File: src/verilog/mem_pkg.sv
package mem_pkg;

    localparam int DATA_W     = 32;                  // gpr and ram word
    localparam int ADDR_W     = 32;                  // byte address
    localparam int REG_ADDR_W = 5;                   // gpr index
    localparam int SEL_W      = 4;                   // byte lanes per word
    localparam int BYTE_W     = 8;                   // lane width

    // big-endian lanes: sel[3] is byte address 0 and carries the msb
    localparam logic [SEL_W-1:0] SEL_NONE = 4'b0000; // no lane
    localparam logic [SEL_W-1:0] SEL_ALL  = 4'b1111; // full word
    localparam logic [SEL_W-1:0] SEL_B0   = 4'b1000; // byte at offset 0
    localparam logic [SEL_W-1:0] SEL_B1   = 4'b0100; // byte at offset 1
    localparam logic [SEL_W-1:0] SEL_B2   = 4'b0010; // byte at offset 2
    localparam logic [SEL_W-1:0] SEL_B3   = 4'b0001; // byte at offset 3
    localparam logic [SEL_W-1:0] SEL_H0   = 4'b1100; // upper half, offset 0
    localparam logic [SEL_W-1:0] SEL_H1   = 4'b0011; // lower half, offset 2

    typedef enum logic [3:0] {
        OP_NONE = 4'd0,                              // alu result only
        OP_LB   = 4'd1,
        OP_LBU  = 4'd2,
        OP_LH   = 4'd3,
        OP_LHU  = 4'd4,
        OP_LW   = 4'd5,
        OP_LWL  = 4'd6,                              // unaligned left
        OP_LWR  = 4'd7,                              // unaligned right
        OP_LL   = 4'd8,                              // load linked
        OP_SB   = 4'd9,
        OP_SH   = 4'd10,
        OP_SW   = 4'd11,
        OP_SWL  = 4'd12,
        OP_SWR  = 4'd13,
        OP_SC   = 4'd14                              // store conditional
    } mem_op_e;

    // operation handed over from execute
    typedef struct packed {
        mem_op_e               op;                   // memory op code
        logic [ADDR_W-1:0]     addr;                 // effective address
        logic [DATA_W-1:0]     rt_data;              // old rt, store source
        logic [DATA_W-1:0]     alu_res;              // non-memory result
        logic [REG_ADDR_W-1:0] waddr;                // dest register
        logic                  reg_we;               // dest write enable
    } ex_mem_t;

    // data ram request, answered in the same cycle
    typedef struct packed {
        logic              ce;                       // chip enable
        logic              we;                       // write enable
        logic [ADDR_W-1:0] addr;                     // byte address
        logic [SEL_W-1:0]  sel;                      // byte lanes
        logic [DATA_W-1:0] wdata;                    // lane-steered store data
    } ram_req_t;

    // writeback toward the register file
    typedef struct packed {
        logic [REG_ADDR_W-1:0] waddr;                // dest register
        logic                  reg_we;               // dest write enable
        logic [DATA_W-1:0]     wdata;                // result word
    } wb_t;

endpackage

File: src/verilog/load_format.sv
`timescale 1ns/1ns

module load_format import mem_pkg::*; (
    input  ex_mem_t           ex_i,                  // op from execute
    input  logic [DATA_W-1:0] ram_rdata_i,           // word at ram_o.addr
    input  logic              sc_ok_i,               // sc status from request
    output wb_t               wb_o                   // unregistered writeback
);

    logic [1:0]          lo;                         // byte offset in word
    logic [BYTE_W-1:0]   rd_byte;                    // addressed byte
    logic [2*BYTE_W-1:0] rd_half;                    // addressed half
    logic                half_ok;                    // even offset
    logic [DATA_W-1:0]   rt;                         // old rt for lwl/lwr

    assign lo      = ex_i.addr[1:0];
    assign rt      = ex_i.rt_data;
    assign half_ok = ~lo[0];
    assign rd_half = lo[1] ? ram_rdata_i[15:0] : ram_rdata_i[31:16];

    // offset 0 sits in the msb lane
    always_comb begin
        case (lo)
            2'd0:    rd_byte = ram_rdata_i[31:24];
            2'd1:    rd_byte = ram_rdata_i[23:16];
            2'd2:    rd_byte = ram_rdata_i[15:8];
            default: rd_byte = ram_rdata_i[7:0];
        endcase
    end

    always_comb begin
        wb_o.waddr  = ex_i.waddr;                    // passes straight through
        wb_o.reg_we = ex_i.reg_we;
        wb_o.wdata  = ex_i.alu_res;                  // none and stores
        case (ex_i.op)
            OP_LB: begin
                wb_o.wdata = {{(DATA_W-BYTE_W){rd_byte[BYTE_W-1]}}, rd_byte};
            end
            OP_LBU: begin
                wb_o.wdata = {{(DATA_W-BYTE_W){1'b0}}, rd_byte};
            end
            OP_LH: begin                             // misaligned gives zero
                wb_o.wdata = half_ok ?
                    {{(DATA_W-2*BYTE_W){rd_half[2*BYTE_W-1]}}, rd_half} : '0;
            end
            OP_LHU: begin
                wb_o.wdata = half_ok ? {{(DATA_W-2*BYTE_W){1'b0}}, rd_half} : '0;
            end
            OP_LW: begin
                wb_o.wdata = (lo == 2'd0) ? ram_rdata_i : '0;
            end
            OP_LL: begin
                wb_o.wdata = ram_rdata_i;
            end
            OP_LWL: begin
                case (lo)                            // low 4-n mem bytes to top of rt
                    2'd0:    wb_o.wdata = ram_rdata_i;
                    2'd1:    wb_o.wdata = {ram_rdata_i[23:0], rt[7:0]};
                    2'd2:    wb_o.wdata = {ram_rdata_i[15:0], rt[15:0]};
                    default: wb_o.wdata = {ram_rdata_i[7:0], rt[23:0]};
                endcase
            end
            OP_LWR: begin
                case (lo)                            // top n+1 mem bytes to bottom of rt
                    2'd0:    wb_o.wdata = {rt[31:8], ram_rdata_i[31:24]};
                    2'd1:    wb_o.wdata = {rt[31:16], ram_rdata_i[31:16]};
                    2'd2:    wb_o.wdata = {rt[31:24], ram_rdata_i[31:8]};
                    default: wb_o.wdata = ram_rdata_i;
                endcase
            end
            OP_SC: begin
                wb_o.wdata = {{(DATA_W-1){1'b0}}, sc_ok_i};     // 1 on success
            end
            default: begin
            end
        endcase
    end

endmodule

File: src/verilog/mem_request.sv
`timescale 1ns/1ns

module mem_request import mem_pkg::*; (
    input  logic     clk,
    input  logic     rst_n_i,
    input  ex_mem_t  ex_i,                           // op from execute
    output ram_req_t ram_o,                          // data ram request
    output logic     sc_ok_o                         // sc goes ahead
);

    logic [1:0]        lo;                           // byte offset in word
    logic              link_q;                       // ll/sc reservation
    logic              ce;
    logic              we;
    logic [SEL_W-1:0]  sel;
    logic [ADDR_W-1:0] addr;
    logic [DATA_W-1:0] wdata;
    logic [ADDR_W-1:0] addr_al;                      // word aligned address

    // single byte lane for offset n is lane 3-n
    function automatic logic [SEL_W-1:0] byte_sel(input logic [1:0] off);
        logic [SEL_W-1:0] s;
        case (off)
            2'd0:    s = SEL_B0;
            2'd1:    s = SEL_B1;
            2'd2:    s = SEL_B2;
            default: s = SEL_B3;
        endcase
        return s;
    endfunction

    // half-word lanes, odd offset selects nothing
    function automatic logic [SEL_W-1:0] half_sel(input logic [1:0] off);
        logic [SEL_W-1:0] s;
        case (off)
            2'd0:    s = SEL_H0;
            2'd2:    s = SEL_H1;
            default: s = SEL_NONE;
        endcase
        return s;
    endfunction

    assign lo      = ex_i.addr[1:0];
    assign addr_al = {ex_i.addr[ADDR_W-1:2], 2'b00};
    assign sc_ok_o = (ex_i.op == OP_SC) && link_q;   // needs a live reservation

    always_comb begin
        ce    = 1'b0;                                // default is no access
        we    = 1'b0;
        sel   = SEL_NONE;
        addr  = ex_i.addr;
        wdata = '0;
        case (ex_i.op)
            OP_LB, OP_LBU: begin
                ce  = 1'b1;
                sel = byte_sel(lo);
            end
            OP_LH, OP_LHU: begin
                ce  = 1'b1;                          // ce stays up when misaligned
                sel = half_sel(lo);
            end
            OP_LW: begin
                ce  = 1'b1;
                sel = (lo == 2'd0) ? SEL_ALL : SEL_NONE;
            end
            OP_LL: begin
                ce  = 1'b1;                          // no alignment check
                sel = SEL_ALL;
            end
            OP_LWL, OP_LWR: begin
                ce   = 1'b1;
                addr = addr_al;                      // whole word, merge later
                sel  = SEL_ALL;
            end
            OP_SB: begin
                ce    = 1'b1;
                we    = 1'b1;
                sel   = byte_sel(lo);
                wdata = {SEL_W{ex_i.rt_data[BYTE_W-1:0]}};      // byte on every lane
            end
            OP_SH: begin
                ce    = 1'b1;
                we    = 1'b1;
                sel   = half_sel(lo);
                wdata = {2{ex_i.rt_data[2*BYTE_W-1:0]}};        // half on both halves
            end
            OP_SW: begin
                ce    = 1'b1;
                we    = 1'b1;
                sel   = (lo == 2'd0) ? SEL_ALL : SEL_NONE;
                wdata = ex_i.rt_data;
            end
            OP_SWL: begin
                ce   = 1'b1;
                we   = 1'b1;
                addr = addr_al;
                case (lo)                            // top 4-n rt bytes to low lanes
                    2'd0: begin
                        sel   = SEL_ALL;
                        wdata = ex_i.rt_data;
                    end
                    2'd1: begin
                        sel   = 4'b0111;
                        wdata = {8'b0, ex_i.rt_data[31:8]};
                    end
                    2'd2: begin
                        sel   = 4'b0011;
                        wdata = {16'b0, ex_i.rt_data[31:16]};
                    end
                    default: begin
                        sel   = 4'b0001;
                        wdata = {24'b0, ex_i.rt_data[31:24]};
                    end
                endcase
            end
            OP_SWR: begin
                ce   = 1'b1;
                we   = 1'b1;
                addr = addr_al;
                case (lo)                            // bottom n+1 rt bytes to high lanes
                    2'd0: begin
                        sel   = 4'b1000;
                        wdata = {ex_i.rt_data[7:0], 24'b0};
                    end
                    2'd1: begin
                        sel   = 4'b1100;
                        wdata = {ex_i.rt_data[15:0], 16'b0};
                    end
                    2'd2: begin
                        sel   = 4'b1110;
                        wdata = {ex_i.rt_data[23:0], 8'b0};
                    end
                    default: begin
                        sel   = SEL_ALL;
                        wdata = ex_i.rt_data;
                    end
                endcase
            end
            OP_SC: begin
                if (link_q) begin                    // failed sc issues nothing
                    ce    = 1'b1;
                    we    = 1'b1;
                    sel   = SEL_ALL;
                    wdata = ex_i.rt_data;
                end
            end
            default: begin
            end
        endcase
    end

    assign ram_o.ce    = ce & rst_n_i;               // quiet while in reset
    assign ram_o.we    = we & rst_n_i;
    assign ram_o.addr  = addr;
    assign ram_o.sel   = sel;
    assign ram_o.wdata = wdata;

    always_ff @(posedge clk or negedge rst_n_i) begin
        if (!rst_n_i) begin
            link_q <= 1'b0;
        end else if (ex_i.op == OP_LL) begin
            link_q <= 1'b1;                          // ll takes the reservation
        end else if (sc_ok_o) begin
            link_q <= 1'b0;                          // consumed by sc
        end
    end

endmodule

File: src/verilog/mem_stage.sv
`timescale 1ns/1ns

module mem_stage import mem_pkg::*; (
    input  logic              clk,
    input  logic              rst_n_i,
    input  ex_mem_t           ex_i,                  // op from execute
    input  logic [DATA_W-1:0] ram_rdata_i,           // same-cycle ram data
    output ram_req_t          ram_o,                 // combinational request
    output wb_t               wb_o                   // registered writeback
);

    logic sc_ok;                                     // sc with live link
    wb_t  wb_next;                                   // formatted, pre-register

    // address, lanes, store data, link bit
    mem_request u_mem_request (
        .clk     (clk),
        .rst_n_i (rst_n_i),
        .ex_i    (ex_i),
        .ram_o   (ram_o),
        .sc_ok_o (sc_ok)
    );

    // load extension and merge
    load_format u_load_format (
        .ex_i        (ex_i),
        .ram_rdata_i (ram_rdata_i),
        .sc_ok_i     (sc_ok),
        .wb_o        (wb_next)
    );

    mem_wb_reg u_mem_wb_reg (
        .clk     (clk),
        .rst_n_i (rst_n_i),
        .wb_i    (wb_next),
        .wb_o    (wb_o)
    );

endmodule

File: src/verilog/mem_wb_reg.sv
`timescale 1ns/1ns

module mem_wb_reg import mem_pkg::*; (
    input  logic clk,
    input  logic rst_n_i,
    input  wb_t  wb_i,                               // from load_format
    output wb_t  wb_o                                // to writeback stage
);

    // one cycle, no stall, new op every edge
    always_ff @(posedge clk or negedge rst_n_i) begin
        if (!rst_n_i) begin
            wb_o <= '0;                              // reg_we low after reset
        end else begin
            wb_o <= wb_i;
        end
    end

endmodule
File: config.mk
export PLATFORM = sky130hd
export DESIGN_NAME = mem_stage
export DESIGN_NICKNAME = d
export VERILOG_FILES = /design/src/verilog/mem_pkg.sv /design/src/verilog/load_format.sv /design/src/verilog/mem_request.sv /design/src/verilog/mem_stage.sv /design/src/verilog/mem_wb_reg.sv
export SDC_FILE = /design/constraint.sdc
export NUM_CORES = 1
export LEC_CHECK = 0
export BUFFER_PORTS_ARGS = -buffer_cell sky130_fd_sc_hd__buf_2
export CAP_MARGIN = 15
export CORE_MARGIN = 4
export CORE_UTILIZATION = 47
export CTS_CLUSTER_DIAMETER = 200
export CTS_CLUSTER_SIZE = 20
export DETAILED_ROUTE_END_ITERATION = 16
export PLACE_DENSITY = 0.83
export SLEW_MARGIN = 20
export SYNTH_ARGS = -nofsm -noshare
export SYNTH_HDL_FRONTEND = slang
export SYNTH_SLANG_ARGS = --single-unit
File: constraint.sdc
create_clock -name clk -period 2 [get_ports clk]
set_input_delay 0.2 -clock clk [delete_from_list [all_inputs] [get_ports clk]]
set_output_delay 0.2 -clock clk [all_outputs]
set_load 0.02 [all_outputs]
==> impl_metrics.py <==
metrics = {
    "floorplan": {
        "die_area_mm2": 0.0116,
        "io_pins": 248,
        "rows": 36,
        "start_util_pct": 48.2,
        "die_h_um": 108,
        "die_w_um": 108,
        "core_mm2": 0.00973,
    },
    "power_and_ir_drop": {
        "leakage_nw": 2.94,
        "power.total_mw": 3.07,
        "power_density_mw_per_mm2": 498,
        "vdd_drop_max_uv": 273,
    },
    "global_route": {
        "antenna_found_initial": 0,
        "gr-total-overflow": 0,
        "grt_pass1_wl_um": 30500,
        "grt_max_degree": 55,
        "grtUsageTotal_pct": 33.2,
        "grt_pass1_vias": 5558,
    },
    "run_status": {
        "status": "finished, violations left",
        "violations": "setup timing",
    },
    "cells_and_area": {
        "multi_input_area_mm2": 0.00323,
        "final_util_pct": 63.4,
        "fin_nets": 931,
        "final_common_cell": "buf_2",
        "fillers": 940,
        "diodes": 0,
        "area_growth_pct": 31.6,
        "most-common-layout-cells": "buf_2 (173), nor2_1 (84), buf_4 (76)",
        "seqCellArea_um2": 976,
        "drive_above_1_share_pct": 39.5,
    },
    "timing": {
        "final.min_clock_period_ps": 2100,
        "hold_viol": 0,
        "finalSetupViolCount": 14,
        "fmax_mhz": 476,
        "rsz0062_at_grt": "yes",
        "layout_setup_ws_ps": -100,
        "slew_headroom_pct": 58.3,
        "tns_ps": -726,
        "min_period_over_period_pct": 105,
        "slew_violations": 0,
        "worstMarginPinSlew_ps": 621,
        "clock_skew_ps": 0.732,
    },
    "routing": {
        "drt-total-wl_um": 20300,
        "drt-pass1-iter-count": 6,
        "wire_per_inst_um": 21.9,
        "ant_nets": 0,
        "drc": 0,
        "via_count": 5963,
        "avgViaCountPerCell": 6.45,
        "drt_iter0_markers": 587,
    },
    "placement": {
        "io_buffers": 187,
        "dpl.hpwl_um": 15900,
        "gp_congestion": 0.952,
    },
    "clock_tree": {
        "numCtsBuffers": 5,
        "clock_latency_ps": 300,
        "cts_buffer_depth": 2,
        "cts.clk_slew.worst_paths_ps": 80,
        "tritoncts": "built",
        "clock-sinks": 39,
        "root_buffer": "clkbuf_8",
        "htreeDepth": 2,
    },
    "logic_synthesis": {
        "syn_inst": 595,
        "synth_edf_count": 0,
        "yosysSeqAreaShare_pct": 20.8,
        "synth_seq_cells": 39,
        "yosysWarnings": 0,
        "synth_cell_types": 61,
        "synth_flop_cell": "dfrtp_1",
        "synth_area_mm2": 0.00469,
        "synth_nets": 735,
        "synth_area_per_cell_um2": 7.88,
        "async_reset_ff_share_pct": 100,
    },
    "worst_hold_path": {
        "min_path_type": "input port to register",
    },
    "critical_path": {
        "critPathRequiredTime_ps": 1800,
        "critPathArrivalTime_ps": 1900,
        "end_kind": "primary output",
        "startpoint_type": "register",
        "worstPathMaxFanout": 7,
        "critPathKind": "register to primary output",
    },
    "flow_run": {
        "cap_violations": 0,
    },
}
[path summary, 6_finish.rpt]
kind / from / endpoint / slack [ps] / cells after the start
max reg2reg: u_mem_request.link_q$_DFFE_PN0P_ / u_mem_wb_reg.wb_o[0]$_DFF_PN0_ / 540 / 4
min: ex_i[0] / u_mem_wb_reg.wb_o[32]$_DFF_PN0_ / 9 / 1
min in group asynchronous: rst_n_i / u_mem_wb_reg.wb_o[7]$_DFF_PN0_ / 40 / 2
max in group asynchronous: rst_n_i / u_mem_wb_reg.wb_o[35]$_DFF_PN0_ / 1610 / 2
max: u_mem_request.link_q$_DFFE_PN0P_ / ram_o[18] / -100 / 7
min reg2reg: u_mem_request.link_q$_DFFE_PN0P_ / u_mem_request.link_q$_DFFE_PN0P_ / 690 / 3
[registers in the layout (all words and copies together), names as in the netlist]
register / flops
u_mem_wb_reg.wb_o: 38
u_mem_request.link_q: 1
[cells in the mapped netlist (3+ instances only)]
library cell,number,area [um^2]
a221o_1,27,270
nand2b_1,12,75.1
nand2_1,43,161
buf_2,20,100
inv_1,3,11.3
a221oi_1,14,123
dfrtp_1,39,976
a21o_1,5,37.5
mux2i_1,35,350
buf_1,3,11.3
a31oi_1,11,68.8
xnor2_1,3,26.3
a211oi_1,17,128
a22o_1,15,131
mux2_2,3,33.8
o21ai_0,29,145
clkbuf_1,12,45.0
nor3_1,7,35.0
a22oi_1,9,67.6
a222oi_1,14,140
nor2b_1,12,75.1
a211o_1,6,52.6
a21oi_1,49,245
nor2_1,84,315
o21ai_1,3,15.0
and3_1,4,25.0
or2_2,8,50.1
a31o_2,7,61.3
o211ai_1,10,75.1
mux4_2,8,180
nand3_1,6,30.0
buf_4,40,300
[area by class of cell]
type	count	area share, %
multi-input cells	474	52.5
clock buffers	5	1.12
well taps	133	2.70
flip-flops and latches	39	15.8
inverters	5	0.304
clock inverters	3	0.710
repair buffers	266	26.9
[repair_timing]
| action | 4_1_cts | 5_1_grt |
|---|---|---|
| endpoints found under the hold margin | 0 | 1 |
| endpoints found under the setup margin | 24 | 24 |
| hold buffers | 0 | 1 |
| buffers inserted | 1 | 1 |
| resized for setup | 20 | 10 |
| pin swaps | 2 | 5 |
[routing by layer]
layer	vias up	GRT usage [%]	share of wire (%)
li1	2657	-	-
met1	2803	46.2	40
met2	451	51.6	45
met3	52	6.06	12
met4	0	11.5	2.5
met5	-	0	0
[critical path, stage by stage, from the launching register on]
cell and delay (ps):
dfrtp_1 410, and3b_1 180, o21ai_2 140, a21oi_2 90, o21bai_1 150, buf_4 170, a221o_1 320, buf_6 140
[logic make-up after synthesis]
family,count (synthesis),share of synthesized area (%)
AO/OA/AOI/OAI,231,36.0
AND/OR/NAND/NOR,193,19.7
buffers and inverters,82,10.6
multiplexers,46,12.0
flip-flops,39,20.8
XOR/XNOR,4,0.748
[metrics by stage]
stage	area [um^2]	instances	setup WS [ps]	hold WS [ps]
after floorplan	4690	595	197	-95.6
after global placement	5930	914	-74.6	309
after detailed placement	5930	914	-94.5	310
after CTS	6110	923	-67.3	4.73
after global routing	6170	925	-122	3.39
final	6170	925	-100	9.34
[report_power, final]
part           switching, mW  internal (mW)
clock network          0.293          0.372
logic                  0.903          0.602
registers             0.0228          0.880
Power figures use the tool's default switching activity.
